`src/yuv_params.svh`:
```
/*
 * YUV frame reader parameters
 * Bus widths, burst shape and plane FIFO sizing
 */
`ifndef YUV_PARAMS_SVH
`define YUV_PARAMS_SVH

// ----------------------------------------
// AXI read bus
// ----------------------------------------
`define YUV_DATA_W      64
`define YUV_ADDR_W      32
`define YUV_ID_W        2

// ----------------------------------------
// Frame grouping
// ----------------------------------------
// One group is Y0, Y1 and UV, one beat each
`define YUV_BEATS       3
`define YUV_FIFO_DEPTH  8
`define YUV_CNT_W       16

`endif

```
`src/yuv_pkg.sv`:
```
/*
 * YUV frame reader types
 * AXI read address and read data channel bundles,
 * plus the three-plane group word
 */
`include "yuv_params.svh"

package yuv_pkg;

    // ----------------------------------------
    // AXI read address channel
    // ----------------------------------------
    typedef struct packed {
        logic [`YUV_ADDR_W-1:0] addr;
        logic [`YUV_ID_W-1:0]   id;
        // Beats minus one, as on the bus
        logic [7:0]             len;
        logic                   valid;
    } axi_ar_t;

    // ----------------------------------------
    // AXI read data channel
    // ----------------------------------------
    typedef struct packed {
        logic [`YUV_DATA_W-1:0] data;
        logic [`YUV_ID_W-1:0]   id;
        logic [1:0]             resp;
        logic                   last;
        logic                   valid;
    } axi_r_t;

    // ----------------------------------------
    // One sorted group, one word per plane
    // ----------------------------------------
    typedef struct packed {
        logic [`YUV_DATA_W-1:0] y0;
        logic [`YUV_DATA_W-1:0] y1;
        logic [`YUV_DATA_W-1:0] uv;
    } yuv_group_t;

endpackage

```
`src/frame_addr_gen.sv`:
```
/*
 * Frame address generator
 * Issues one three-beat AXI read burst per group and waits for the
 * burst to return before moving to the next group address
 */
`timescale 1ns/1ps
`include "yuv_params.svh"

module frame_addr_gen (
    input  logic                   clk,
    input  logic                   rst_n,
    input  logic                   start_pulse,
    input  logic [`YUV_ADDR_W-1:0] base_addr,
    input  logic [`YUV_CNT_W-1:0]  group_count,
    output yuv_pkg::axi_ar_t       ar,
    input  logic                   arready,
    input  logic                   burst_done,
    output logic                   busy,
    output logic                   done
);
    import yuv_pkg::*;

    // Bytes spanned by one group of beats
    localparam logic [`YUV_ADDR_W-1:0] GROUP_BYTES =
        `YUV_ADDR_W'(`YUV_BEATS * (`YUV_DATA_W / 8));
    localparam logic [7:0] BURST_LEN = 8'(`YUV_BEATS - 1);

    axi_ar_t               ar_q;
    logic [`YUV_CNT_W-1:0] remaining;
    logic                  busy_q;
    logic                  done_q;

    // ----------------------------------------
    // Request sequencing
    // ----------------------------------------
    always_ff @(posedge clk or negedge rst_n) begin
        if (!rst_n) begin
            ar_q      <= '0;
            remaining <= '0;
            busy_q    <= 1'b0;
            done_q    <= 1'b0;
        end else begin
            done_q <= 1'b0;
            if (!busy_q) begin
                // Start only honoured while idle
                if (start_pulse) begin
                    ar_q.addr  <= base_addr;
                    ar_q.id    <= '0;
                    ar_q.len   <= BURST_LEN;
                    ar_q.valid <= 1'b1;
                    remaining  <= group_count;
                    busy_q     <= 1'b1;
                end
            end else if (ar_q.valid) begin
                if (arready) begin
                    ar_q.valid <= 1'b0;
                end
            end else if (burst_done) begin
                if (remaining == `YUV_CNT_W'(1)) begin
                    busy_q <= 1'b0;
                    done_q <= 1'b1;
                end else begin
                    ar_q.addr  <= ar_q.addr + GROUP_BYTES;
                    ar_q.valid <= 1'b1;
                    remaining  <= remaining - 1'b1;
                end
            end
        end
    end

    assign ar   = ar_q;
    assign busy = busy_q;
    assign done = done_q;

    // ----------------------------------------
    // Checks
    // ----------------------------------------
    // A pending request keeps its address until the slave takes it
    property p_ar_hold;
        @(posedge clk) disable iff (!rst_n)
        ar_q.valid && !arready |=> ar_q.valid && $stable(ar_q.addr);
    endproperty
    a_ar_hold: assert property (p_ar_hold);

endmodule

```
`src/group_emitter.sv`:
```
/*
 * Group emitter
 * Pops one word from each plane FIFO together and presents
 * them as a single registered group word with a strobe
 */
`timescale 1ns/1ps
`include "yuv_params.svh"

module group_emitter (
    input  logic                   clk,
    input  logic                   rst_n,
    input  logic                   y0_empty,
    input  logic                   y1_empty,
    input  logic                   uv_empty,
    input  logic [`YUV_DATA_W-1:0] y0_word,
    input  logic [`YUV_DATA_W-1:0] y1_word,
    input  logic [`YUV_DATA_W-1:0] uv_word,
    input  logic                   out_stall,
    output logic                   pop,
    output yuv_pkg::yuv_group_t    out_group,
    output logic                   out_valid
);

    // All three planes must be present; stall blocks the pop itself
    assign pop = !y0_empty && !y1_empty && !uv_empty && !out_stall;

    // ----------------------------------------
    // Output register
    // ----------------------------------------
    always_ff @(posedge clk) begin
        if (pop) begin
            out_group.y0 <= y0_word;
            out_group.y1 <= y1_word;
            out_group.uv <= uv_word;
        end
    end

    // Strobe follows the pop by one cycle
    always_ff @(posedge clk or negedge rst_n) begin
        if (!rst_n) begin
            out_valid <= 1'b0;
        end else begin
            out_valid <= pop;
        end
    end

endmodule

```
`src/plane_fifo.sv`:
```
/*
 * Plane FIFO
 * Register-array FIFO with first-word-fall-through output,
 * one per image plane
 */
`timescale 1ns/1ps
`include "yuv_params.svh"

module plane_fifo (
    input  logic                   clk,
    input  logic                   rst_n,
    input  logic                   wr,
    input  logic [`YUV_DATA_W-1:0] din,
    input  logic                   rd,
    output logic [`YUV_DATA_W-1:0] dout,
    output logic                   full,
    output logic                   empty
);

    localparam int DEPTH = `YUV_FIFO_DEPTH;
    localparam int PTR_W = $clog2(DEPTH);
    localparam int CNT_W = $clog2(DEPTH + 1);

    logic [`YUV_DATA_W-1:0] mem [DEPTH];
    logic [PTR_W-1:0]       wr_ptr;
    logic [PTR_W-1:0]       rd_ptr;
    logic [CNT_W-1:0]       level;

    // ----------------------------------------
    // Storage
    // ----------------------------------------
    always_ff @(posedge clk) begin
        if (wr) begin
            mem[wr_ptr] <= din;
        end
    end

    // Head entry is always on the output
    assign dout = mem[rd_ptr];

    // ----------------------------------------
    // Pointers and fill level
    // ----------------------------------------
    always_ff @(posedge clk or negedge rst_n) begin
        if (!rst_n) begin
            wr_ptr <= '0;
            rd_ptr <= '0;
            level  <= '0;
        end else begin
            if (wr) begin
                wr_ptr <= (wr_ptr == PTR_W'(DEPTH - 1)) ? '0 : wr_ptr + 1'b1;
            end
            if (rd) begin
                rd_ptr <= (rd_ptr == PTR_W'(DEPTH - 1)) ? '0 : rd_ptr + 1'b1;
            end
            if (wr && !rd) begin
                level <= level + 1'b1;
            end else if (rd && !wr) begin
                level <= level - 1'b1;
            end
        end
    end

    assign full  = (level == CNT_W'(DEPTH));
    assign empty = (level == '0);

    // ----------------------------------------
    // Checks
    // ----------------------------------------
    a_no_overflow: assert property (
        @(posedge clk) disable iff (!rst_n) wr |-> !full
    );
    a_no_underflow: assert property (
        @(posedge clk) disable iff (!rst_n) rd |-> !empty
    );

endmodule

```
`src/rdata_channel.sv`:
```
/*
 * Read data channel
 * Sorts the beats of each burst onto the Y0, Y1 and UV plane lines
 * and writes all three plane FIFOs together on the last beat
 */
`timescale 1ns/1ps
`include "yuv_params.svh"

module rdata_channel (
    input  logic                 clk,
    input  logic                 rst_n,
    input  logic                 start_pulse,
    input  yuv_pkg::axi_r_t      r,
    output logic                 rready,
    input  logic                 y0_full,
    output logic                 rd_error,
    output logic                 burst_done,
    output logic                 plane_wr,
    output yuv_pkg::yuv_group_t  plane_data
);

    localparam logic [1:0] LAST_BEAT = 2'(`YUV_BEATS - 1);

    logic                   beat_acc;
    logic [1:0]             count;
    logic [`YUV_DATA_W-1:0] y0_q;
    logic [`YUV_DATA_W-1:0] y1_q;

    // Only hold off at a burst boundary; mid-burst the FIFOs are
    // guaranteed a slot since they fill in lockstep
    assign rready     = !y0_full || (count != 2'd0);
    assign beat_acc   = r.valid && rready;
    assign burst_done = beat_acc && r.last;
    assign plane_wr   = burst_done;

    // ----------------------------------------
    // Beat counter
    // ----------------------------------------
    always_ff @(posedge clk or negedge rst_n) begin
        if (!rst_n) begin
            count <= 2'd0;
        end else if (start_pulse) begin
            count <= 2'd0;
        end else if (beat_acc) begin
            if (count == LAST_BEAT) begin
                count <= 2'd0;
            end else begin
                count <= count + 2'd1;
            end
        end
    end

    // ----------------------------------------
    // Plane routing
    // ----------------------------------------
    always_ff @(posedge clk) begin
        if (beat_acc) begin
            case (count)
                2'd0:    y0_q <= r.data;
                2'd1:    y1_q <= r.data;
                default: ;
            endcase
        end
    end

    // UV is the live last beat, no register
    assign plane_data = '{y0: y0_q, y1: y1_q, uv: r.data};

    // Status of the most recently accepted beat
    always_ff @(posedge clk or negedge rst_n) begin
        if (!rst_n) begin
            rd_error <= 1'b0;
        end else if (beat_acc) begin
            rd_error <= (r.resp != 2'b00);
        end
    end

    // ----------------------------------------
    // Checks
    // ----------------------------------------
    a_count_range: assert property (
        @(posedge clk) disable iff (!rst_n) count <= LAST_BEAT
    );

    // Slave burst length has to match the group shape
    a_last_align: assert property (
        @(posedge clk) disable iff (!rst_n) beat_acc && r.last |-> count == LAST_BEAT
    );

endmodule

```
`src/yuv_frame_reader.sv`:
```
/*
 * YUV frame reader top
 * AXI read master that fetches planar Y0/Y1/UV groups and
 * regroups them through three plane FIFOs
 */
`timescale 1ns/1ps
`include "yuv_params.svh"

module yuv_frame_reader (
    input  logic                   clk,
    input  logic                   rst_n,
    input  logic                   start_pulse,
    input  logic [`YUV_ADDR_W-1:0] base_addr,
    input  logic [`YUV_CNT_W-1:0]  group_count,
    output yuv_pkg::axi_ar_t       ar,
    input  logic                   arready,
    input  yuv_pkg::axi_r_t        r,
    output logic                   rready,
    output logic                   rd_error,
    output logic                   busy,
    output logic                   done,
    output yuv_pkg::yuv_group_t    out_group,
    output logic                   out_valid,
    input  logic                   out_stall
);
    import yuv_pkg::*;

    logic                   start_acc;
    logic                   burst_done;
    logic                   plane_wr;
    yuv_group_t             plane_data;
    logic                   pop;
    logic                   y0_full;
    logic                   y0_empty;
    logic                   y1_empty;
    logic                   uv_empty;
    logic [`YUV_DATA_W-1:0] y0_word;
    logic [`YUV_DATA_W-1:0] y1_word;
    logic [`YUV_DATA_W-1:0] uv_word;

    // A start during a run must not disturb the beat counter
    assign start_acc = start_pulse && !busy;

    // ----------------------------------------
    // Read side
    // ----------------------------------------
    frame_addr_gen u_addr_gen (
        .clk         (clk),
        .rst_n       (rst_n),
        .start_pulse (start_pulse),
        .base_addr   (base_addr),
        .group_count (group_count),
        .ar          (ar),
        .arready     (arready),
        .burst_done  (burst_done),
        .busy        (busy),
        .done        (done)
    );

    rdata_channel u_rdata (
        .clk         (clk),
        .rst_n       (rst_n),
        .start_pulse (start_acc),
        .r           (r),
        .rready      (rready),
        .y0_full     (y0_full),
        .rd_error    (rd_error),
        .burst_done  (burst_done),
        .plane_wr    (plane_wr),
        .plane_data  (plane_data)
    );

    // ----------------------------------------
    // Plane FIFOs
    // ----------------------------------------
    // Shared write and pop keep the planes level, so Y0 full stands for all
    plane_fifo u_y0_fifo (
        .clk   (clk),
        .rst_n (rst_n),
        .wr    (plane_wr),
        .din   (plane_data.y0),
        .rd    (pop),
        .dout  (y0_word),
        .full  (y0_full),
        .empty (y0_empty)
    );

    plane_fifo u_y1_fifo (
        .clk   (clk),
        .rst_n (rst_n),
        .wr    (plane_wr),
        .din   (plane_data.y1),
        .rd    (pop),
        .dout  (y1_word),
        .full  (),
        .empty (y1_empty)
    );

    plane_fifo u_uv_fifo (
        .clk   (clk),
        .rst_n (rst_n),
        .wr    (plane_wr),
        .din   (plane_data.uv),
        .rd    (pop),
        .dout  (uv_word),
        .full  (),
        .empty (uv_empty)
    );

    // ----------------------------------------
    // Output side
    // ----------------------------------------
    group_emitter u_emitter (
        .clk       (clk),
        .rst_n     (rst_n),
        .y0_empty  (y0_empty),
        .y1_empty  (y1_empty),
        .uv_empty  (uv_empty),
        .y0_word   (y0_word),
        .y1_word   (y1_word),
        .uv_word   (uv_word),
        .out_stall (out_stall),
        .pop       (pop),
        .out_group (out_group),
        .out_valid (out_valid)
    );

endmodule

```
`config.mk`:
```
export PLATFORM = sky130hd
export DESIGN_NAME = yuv_frame_reader
export DESIGN_NICKNAME = d
export VERILOG_FILES = /design/src/yuv_pkg.sv /design/src/frame_addr_gen.sv /design/src/group_emitter.sv /design/src/plane_fifo.sv /design/src/rdata_channel.sv /design/src/yuv_frame_reader.sv
export VERILOG_INCLUDE_DIRS = /design/src /design/src/src
export SDC_FILE = /design/constraint.sdc
export NUM_CORES = 2
export LEC_CHECK = 0
export BUFFER_PORTS_ARGS = -buffer_cell sky130_fd_sc_hd__buf_4
export CORE_ASPECT_RATIO = 0.6
export CORE_MARGIN = 2
export CORE_UTILIZATION = 26
export DETAILED_ROUTE_END_ITERATION = 8
export GPL_ROUTABILITY_DRIVEN = 0
export SKIP_CTS_REPAIR_TIMING = 1
export SYNTH_ARGS = -nofsm -noshare
export SYNTH_HDL_FRONTEND = slang
export SYNTH_SLANG_ARGS = --single-unit
```
`constraint.sdc`:
```
create_clock -name clk -period 24.5 [get_ports clk]
set_input_delay 0 -clock clk [delete_from_list [all_inputs] [get_ports clk]]
set_output_delay 0 -clock clk [all_outputs]
set_load 0.02 [all_outputs]
```
* Word level (Yosys, flattened, before mapping) *
Memory sizes are Yosys's and may differ from the RTL's. A register that Yosys moved wholly into a read port is not among the register bits.
Index checks and enable logic that the tools add are counted.

storage, ports and cells
  bits in registers = 214
  bits in latches = 0
  memory bits (writable) = 1536
  memory bits (read-only) = 0
  input bits = 123
  output and inout bits = 240
  word-level logic and storage cells = 122
  memories kept = 3

operators by class
  add/sub/neg operators = 15
  $mul = 0
  div/mod/pow operators = 0
  $lt $le $gt $ge = 0
  eq/ne operators = 13
  shifts and indexed selects = 0
  mux-type cells = 40
  bitwise logic cells = 1
  reductions and logical operators = 30

memory list
  memory         depth  width  read ports  clocked after Yosys merged registers in  write ports  line              source
  u_uv_fifo.mem  8      64     1           1                                        1            plane_fifo.sv:24  logic [`YUV_DATA_W-1:0] mem [DEPTH];
  u_y0_fifo.mem  8      64     1           1                                        1            plane_fifo.sv:24
  u_y1_fifo.mem  8      64     1           1                                        1            plane_fifo.sv:24

operators by type and width
  operator                                                                number
  32-bit 2-to-1 mux                                                       4
  16-bit 2-to-1 mux                                                       5
  43-bit 2-to-1 mux                                                       1
  32-bit by 5-bit adder with 32-bit output, second input constant         1
  4-bit 2-to-1 mux                                                        6
  3-bit by 1-bit adder with 3-bit output, second input constant           6
  3-bit equality test, second input constant                              6
  3-bit 2-to-1 mux                                                        6
  16-bit by 1-bit equality test with 1-bit output, second input constant  1
  16-bit by 1-bit subtractor with 16-bit output, second input constant    1
  1-bit 2-to-1 mux                                                        15
  4-bit by 1-bit adder with 4-bit output, second input constant           3
  4-bit zero test                                                         3
  4-bit by 1-bit subtractor with 4-bit output, second input constant      3
  2-bit nonzero test                                                      5
  1-bit logical AND                                                       8
  1-bit zero test                                                         8
  2-bit 2-to-1 mux                                                        3
  2-bit AND reduction                                                     3
  4-bit equality test, second input constant                              1
  2-bit != test, second input constant                                    2
  4-bit AND reduction                                                     1
  2-bit by 1-bit adder with 2-bit output, second input constant           1
  2-bit by 1-bit equality test with 1-bit output, second input constant   1
  other kinds (5)                                                         5

* Logic depth before layout (Yosys ltp) *
  word-level depth = 9
  mapped depth = 13
  mapped depth without buffers = 12

* Cells and area by module *
Synthesis repeated with hierarchy kept, for this count alone.

unflattened totals
  cell total of the unflattened synthesis = 3227
  area total of the unflattened synthesis = 73407.9 µm²

modules (own cells, without submodules)
  module                  instances  cells an instance  area an instance (µm²)  seq. area each (µm²)
  plane_fifo (u_y1_fifo)  1          806                19851.5                 15625.0
  plane_fifo (u_uv_fifo)  1          805                19847.8                 15625.0
  plane_fifo (u_y0_fifo)  1          804                19846.5                 15625.0
  group_emitter           1          194                5803.1                  5790.6
  rdata_channel           1          208                4480.5                  3918.8
  frame_addr_gen          1          409                3564.7                  1301.2
  yuv_frame_reader        1          1                  13.8                    0.0

* Least setup slack after synthesis *
No wires, ideal clock.

  path kind = register -> register
  start point = reg u_y0_fifo.level[3]
  end point = mem u_y0_fifo.mem[1][0] (netlist name) (enable)
  setup time = 667 ps
  arrival = 7820 ps
  required time = 23833 ps
  setup slack = 16013 ps
  stages on the path, launching flop included = 7
  path buffers = 2
  clock period less this slack = 8487 ps
  cells stage by stage = dfrtp_1 or3b_2 or2_2 nand3_1 clkbuf_1 buf_2 nor4b_1

on the way
  longest elaborated chain between the ends = 7

RTL lines
  item                                    line                    source
  start: declaration                      plane_fifo.sv:27        logic [CNT_W-1:0] level;
  start signal: assignment                plane_fifo.sv:57        level <= level + 1'b1;
  start signal: assignment                plane_fifo.sv:59        level <= level - 1'b1;
  4-bit equality test                     plane_fifo.sv:64        assign full = (level == CNT_W'(DEPTH));
  1-bit zero test                         rdata_channel.sv:31     assign rready = !y0_full || (count != 2'd0);
  1-bit logical OR                        rdata_channel.sv:31
  named net rready                        yuv_frame_reader.sv:18  output logic rready,
  1-bit logical AND                       rdata_channel.sv:32     assign beat_acc = r.valid && rready;
  1-bit logical AND                       rdata_channel.sv:33     assign burst_done = beat_acc && r.last;
  1-bit 2-to-1 mux                        plane_fifo.sv:33        if (wr) begin
  1-bit 2-to-1 mux (not written as such)  plane_fifo.sv:34        mem[wr_ptr] <= din;
  end: declaration                        plane_fifo.sv:24

The timed path passes the listed nets, and every way through them passes these cells.

* Worst setup path in the final report *
  start point = reg u_y0_fifo.level[0]
  end point = mem u_uv_fifo.mem[7][47] (netlist name) (enable)

on the way
  longest elaborated chain between the ends = 7

RTL lines
  item                                    line                    source
  4-bit equality test                     plane_fifo.sv:64
  1-bit zero test                         rdata_channel.sv:31
  1-bit logical OR                        rdata_channel.sv:31
  1-bit logical AND                       rdata_channel.sv:32
  1-bit logical AND                       rdata_channel.sv:33
  named net burst_done                    yuv_frame_reader.sv:29  logic burst_done;
  1-bit 2-to-1 mux                        plane_fifo.sv:33
  1-bit 2-to-1 mux (not written as such)  plane_fifo.sv:34
  end: declaration                        plane_fifo.sv:24

The timed path passes the listed nets, and every way through them passes these cells.

==> metrics <==
Commonest cells post-synth=1856 x edfxtp_1, 384 x mux4_2, 211 x mux2_2, 97 x clkbuf_1, 86 x dfrtp_1; area share of fa/ha/maj cells after synthesis=0.4610%; Final Critical Period=about 4.7 ns; clock tree buffer depth=4; Die Wd=686.9 um; Fmax=213.0 MHz; P_leak=28.35 nW; crit share post-route=19.16%; CP Class=reg2reg; clock skew=0.06167 ns; clk_lat worst skew=between 0.8 and 0.9 ns; Mean Syn Cell Area=22.80 sq um; Async SR Flop Fraction=4.428%; Starting Density=26.14%; Remaining DRCs=0; vias in the first global route=34.52k; Slew HR=19.81%; delay-heaviest family, CP=simple AND/OR/NAND/NOR gates; worst hold path type=in2reg; wire per inst=23.37 um; Worst Path Buf+Inv=2; antenna violations before repair=14; simple-gate share of the synthesized area=2.038%; WHS=0.02352 ns; Final Setup Violations=0; sequential area share after synthesis=79.57%; Top Ports=about 360; Final ANT Viol Nets=0; Area Growth Syn to Fin=21.64%; Ys Warns=0; EDFF count, synth=between 1.5k and 2k; post-synthesis compound-gate area fraction=about 1.3%; P per Cell Area=113.0 nW/um^2; Worst Path Arrival=~5.1 ns; all-layer global routing usage=12.25%; cells along the critical path=or3_1 > or2_2 > nand3_2 > clkinv_1 > nand2_1 > nor2_4 > buf_4; H-Tree Depth=4; Multi-input gate area=around 14000 sq um; clock slew seen by the registers of the worst setup and hold paths=approximately 0.06 ns; total grt overflow=0; Max-Cap Viols=0; Netlist cell types=between 60 and 70; starting DRC count in detailed routing=2946; core box area=278300 sq um; cell taking the most area after synthesis=edfxtp_1; Crit. End Element=register; cell with the most instances after synthesis=edfxtp_1; Mapped Cells=3191; DR vias/cell=roughly 4.4; layout cells sized above 1=33.69%; final instance area=88490 sq um; measured slew at the worst slew-check pin=1.202 ns; RSZ-0062 raised after global routing=no; Final Slew Violations=0; ys flop type=edfxtp_1; number of CTS-inserted buffers=about 190; Post-Synth XOR/XNOR Area=0.1445%; share of the synthesized area in the top cell type=around three quarters; Filler Cells Inserted=26.46k; largest family of logic cells by synthesized area=multiplexers; Max VDD drop=0.07425 mV; CP Launch Type=register; global-route wire length before repair=250600 um; run status=finished, final reports clean; WP data required=24.94 ns; largest net degree at the start of global routing=95; PortBufs=351; nets=4018; root buffer cell=clkbuf_16; via count=34.20k; Die ar.=284200 sq um; Hold Fails Final Rpt=0; DP Wirelength=approximately 110000 um; mux share of post-synthesis cell area=around 15%; Post-Route Setup TNS=0 ns; Row Count=150; max incr delay on CP=0.89 ns; Yosys reg bits=1942; Synth area leaders=edfxtp_1 77%, mux4_2 12%, mux2_2 3.3%; clk sinks=just under 2k; Sequential Area=57920 sq um; Crit-path slowest cell=nor2_4; Die H=around 410 um; first-pass iteration count of the detailed router=5; Post-Route Utilization=31.79%; CTS tree=yes; dpl cell area=80180 sq um; routed wire length=between 150000 and 200000 um; mapped cell area=72740 sq um; critical path fanouts, max=41
==> power breakdown <==
part	leakage [nW]	total, W	internal [W]	switching [W]
clock	2.99	0.00294	0.00166	0.00128
sequential	17.9	0.00465	0.00428	0.000371
combinational	7.44	0.00241	0.00115	0.00126
==> routing by layer <==
layer / share of wire [%] / vias up / GRT usage (%)
li1: - / 14748 / -
met1: 43 / 18263 / 16.23
met2: 49 / 927 / 20.34
met3: 5.7 / 251 / 2.944
met4: 2.1 / 10 / 2.920
met5: 0.038 / - / 0
==> cell families after synthesis <==
logic type	Yosys count
other	1
buffers and inverters	181
flip-flops	1942
XOR/XNOR	12
multiplexers	616
adder cells (fa/ha/maj)	25
AO/OA/AOI/OAI	134
AND/OR/NAND/NOR	280
==> stage by stage <==
stage / std cells / power [W] / worst slack [ns]
global placement: 7189 / 0.007144 / 19.90
CTS: 7532 / 0.01017 / 19.69
detailed placement: 7189 / 0.007188 / 19.76
global route: 7744 / 0.01047 / 19.45
finish: 7747 / 0.009998 / 19.80
floorplan: 3199 / 0.006217 / 16.01
==> tightest hold or removal path, stage by stage <==
cell and delay, ns:
dlygate4sd3_1 0.56, buf_4 0.11, mux2i_1 0.05, mux2i_1 0.11
==> area by class of cell <==
| class | instances | area share (%) |
|---|---|---|
| Inverter | 20 | 0.08484 |
| Clock inverter | 119 | 1.364 |
| Clock buffer | 224 | 5.613 |
| Antenna cell | 4 | 0.01131 |
| Timing Repair Buffer | 638 | 6.035 |
| Sequential cell | 1942 | 65.45 |
| Tap cell | 3724 | 5.266 |
| Multi-Input combinational cell | 1076 | 16.17 |
==> path summary, 6_finish.rpt <==
check                                                      end  slack [ns]  cells after the start                            from
setup / recovery                u_uv_fifo.mem[7][47]$_DFFE_PP_       19.80                      7  u_y0_fifo.level[0]$_DFFE_PN0P_
hold / removal             u_addr_gen.remaining[0]$_DFFE_PN0P_        0.02                      4                  group_count[0]
setup reg to reg                u_uv_fifo.mem[7][47]$_DFFE_PP_       19.80                      7  u_y0_fifo.level[0]$_DFFE_PN0P_
hold reg to reg                 u_uv_fifo.level[3]$_DFFE_PN0P_        0.48                      1  u_uv_fifo.level[3]$_DFFE_PN0P_
max in group asynchronous      u_uv_fifo.rd_ptr[0]$_DFFE_PN0P_       23.40                      4                           rst_n
min in group asynchronous        u_addr_gen.ar[19]$_DFFE_PN0P_        0.20                      4                           rst_n
==> registers in the layout, indices dropped and copies added (netlist names) <==
signal,cells
u_uv_fifo.mem,512
u_y0_fifo.mem,512
u_y1_fifo.mem,512
u_emitter.out_group,192
u_rdata.y0_q,64
u_rdata.y1_q,64
u_addr_gen.ar,34
u_addr_gen.remaining,16
u_uv_fifo.level,4
u_y0_fifo.level,4
u_y1_fifo.level,4
u_uv_fifo.rd_ptr,3
u_uv_fifo.wr_ptr,3
u_y0_fifo.rd_ptr,3
u_y0_fifo.wr_ptr,3
u_y1_fifo.rd_ptr,3
u_y1_fifo.wr_ptr,3
u_rdata.count,2
u_addr_gen.busy,1
u_addr_gen.done,1
u_emitter.out_valid,1
u_rdata.rd_error,1
==> cell usage in the layout (no fill, tap or decap), types with 7 or more instances in the layout <==
cell and count:
edfxtp_1 1856, buf_4 426, mux4_2 384, mux2_2 211, dlygate4sd3_1 210, clkbuf_16 194
nand2_1 79, dfrtp_1 77, nor2_1 35, clkinv_1 34, clkbuf_1 30, clkinv_2 30
o21ai_0 27, nor3_1 23, ha_1 22, a21oi_1 21, mux2i_1 21, nand3_1 20
inv_1 19, bufinv_16 19, nor4_1 18, nand4_1 14, a31oi_1 13, o31ai_1 13
clkinvlp_4 12, and3_1 9, nand3b_1 9, xnor2_1 9, conb_1 9, clkinv_4 9
dfrtp_4 9, a221o_1 8, nor4_2 7, o211ai_1 7, inv_6 7
No activity file was read; power rests on OpenSTA's default activity.
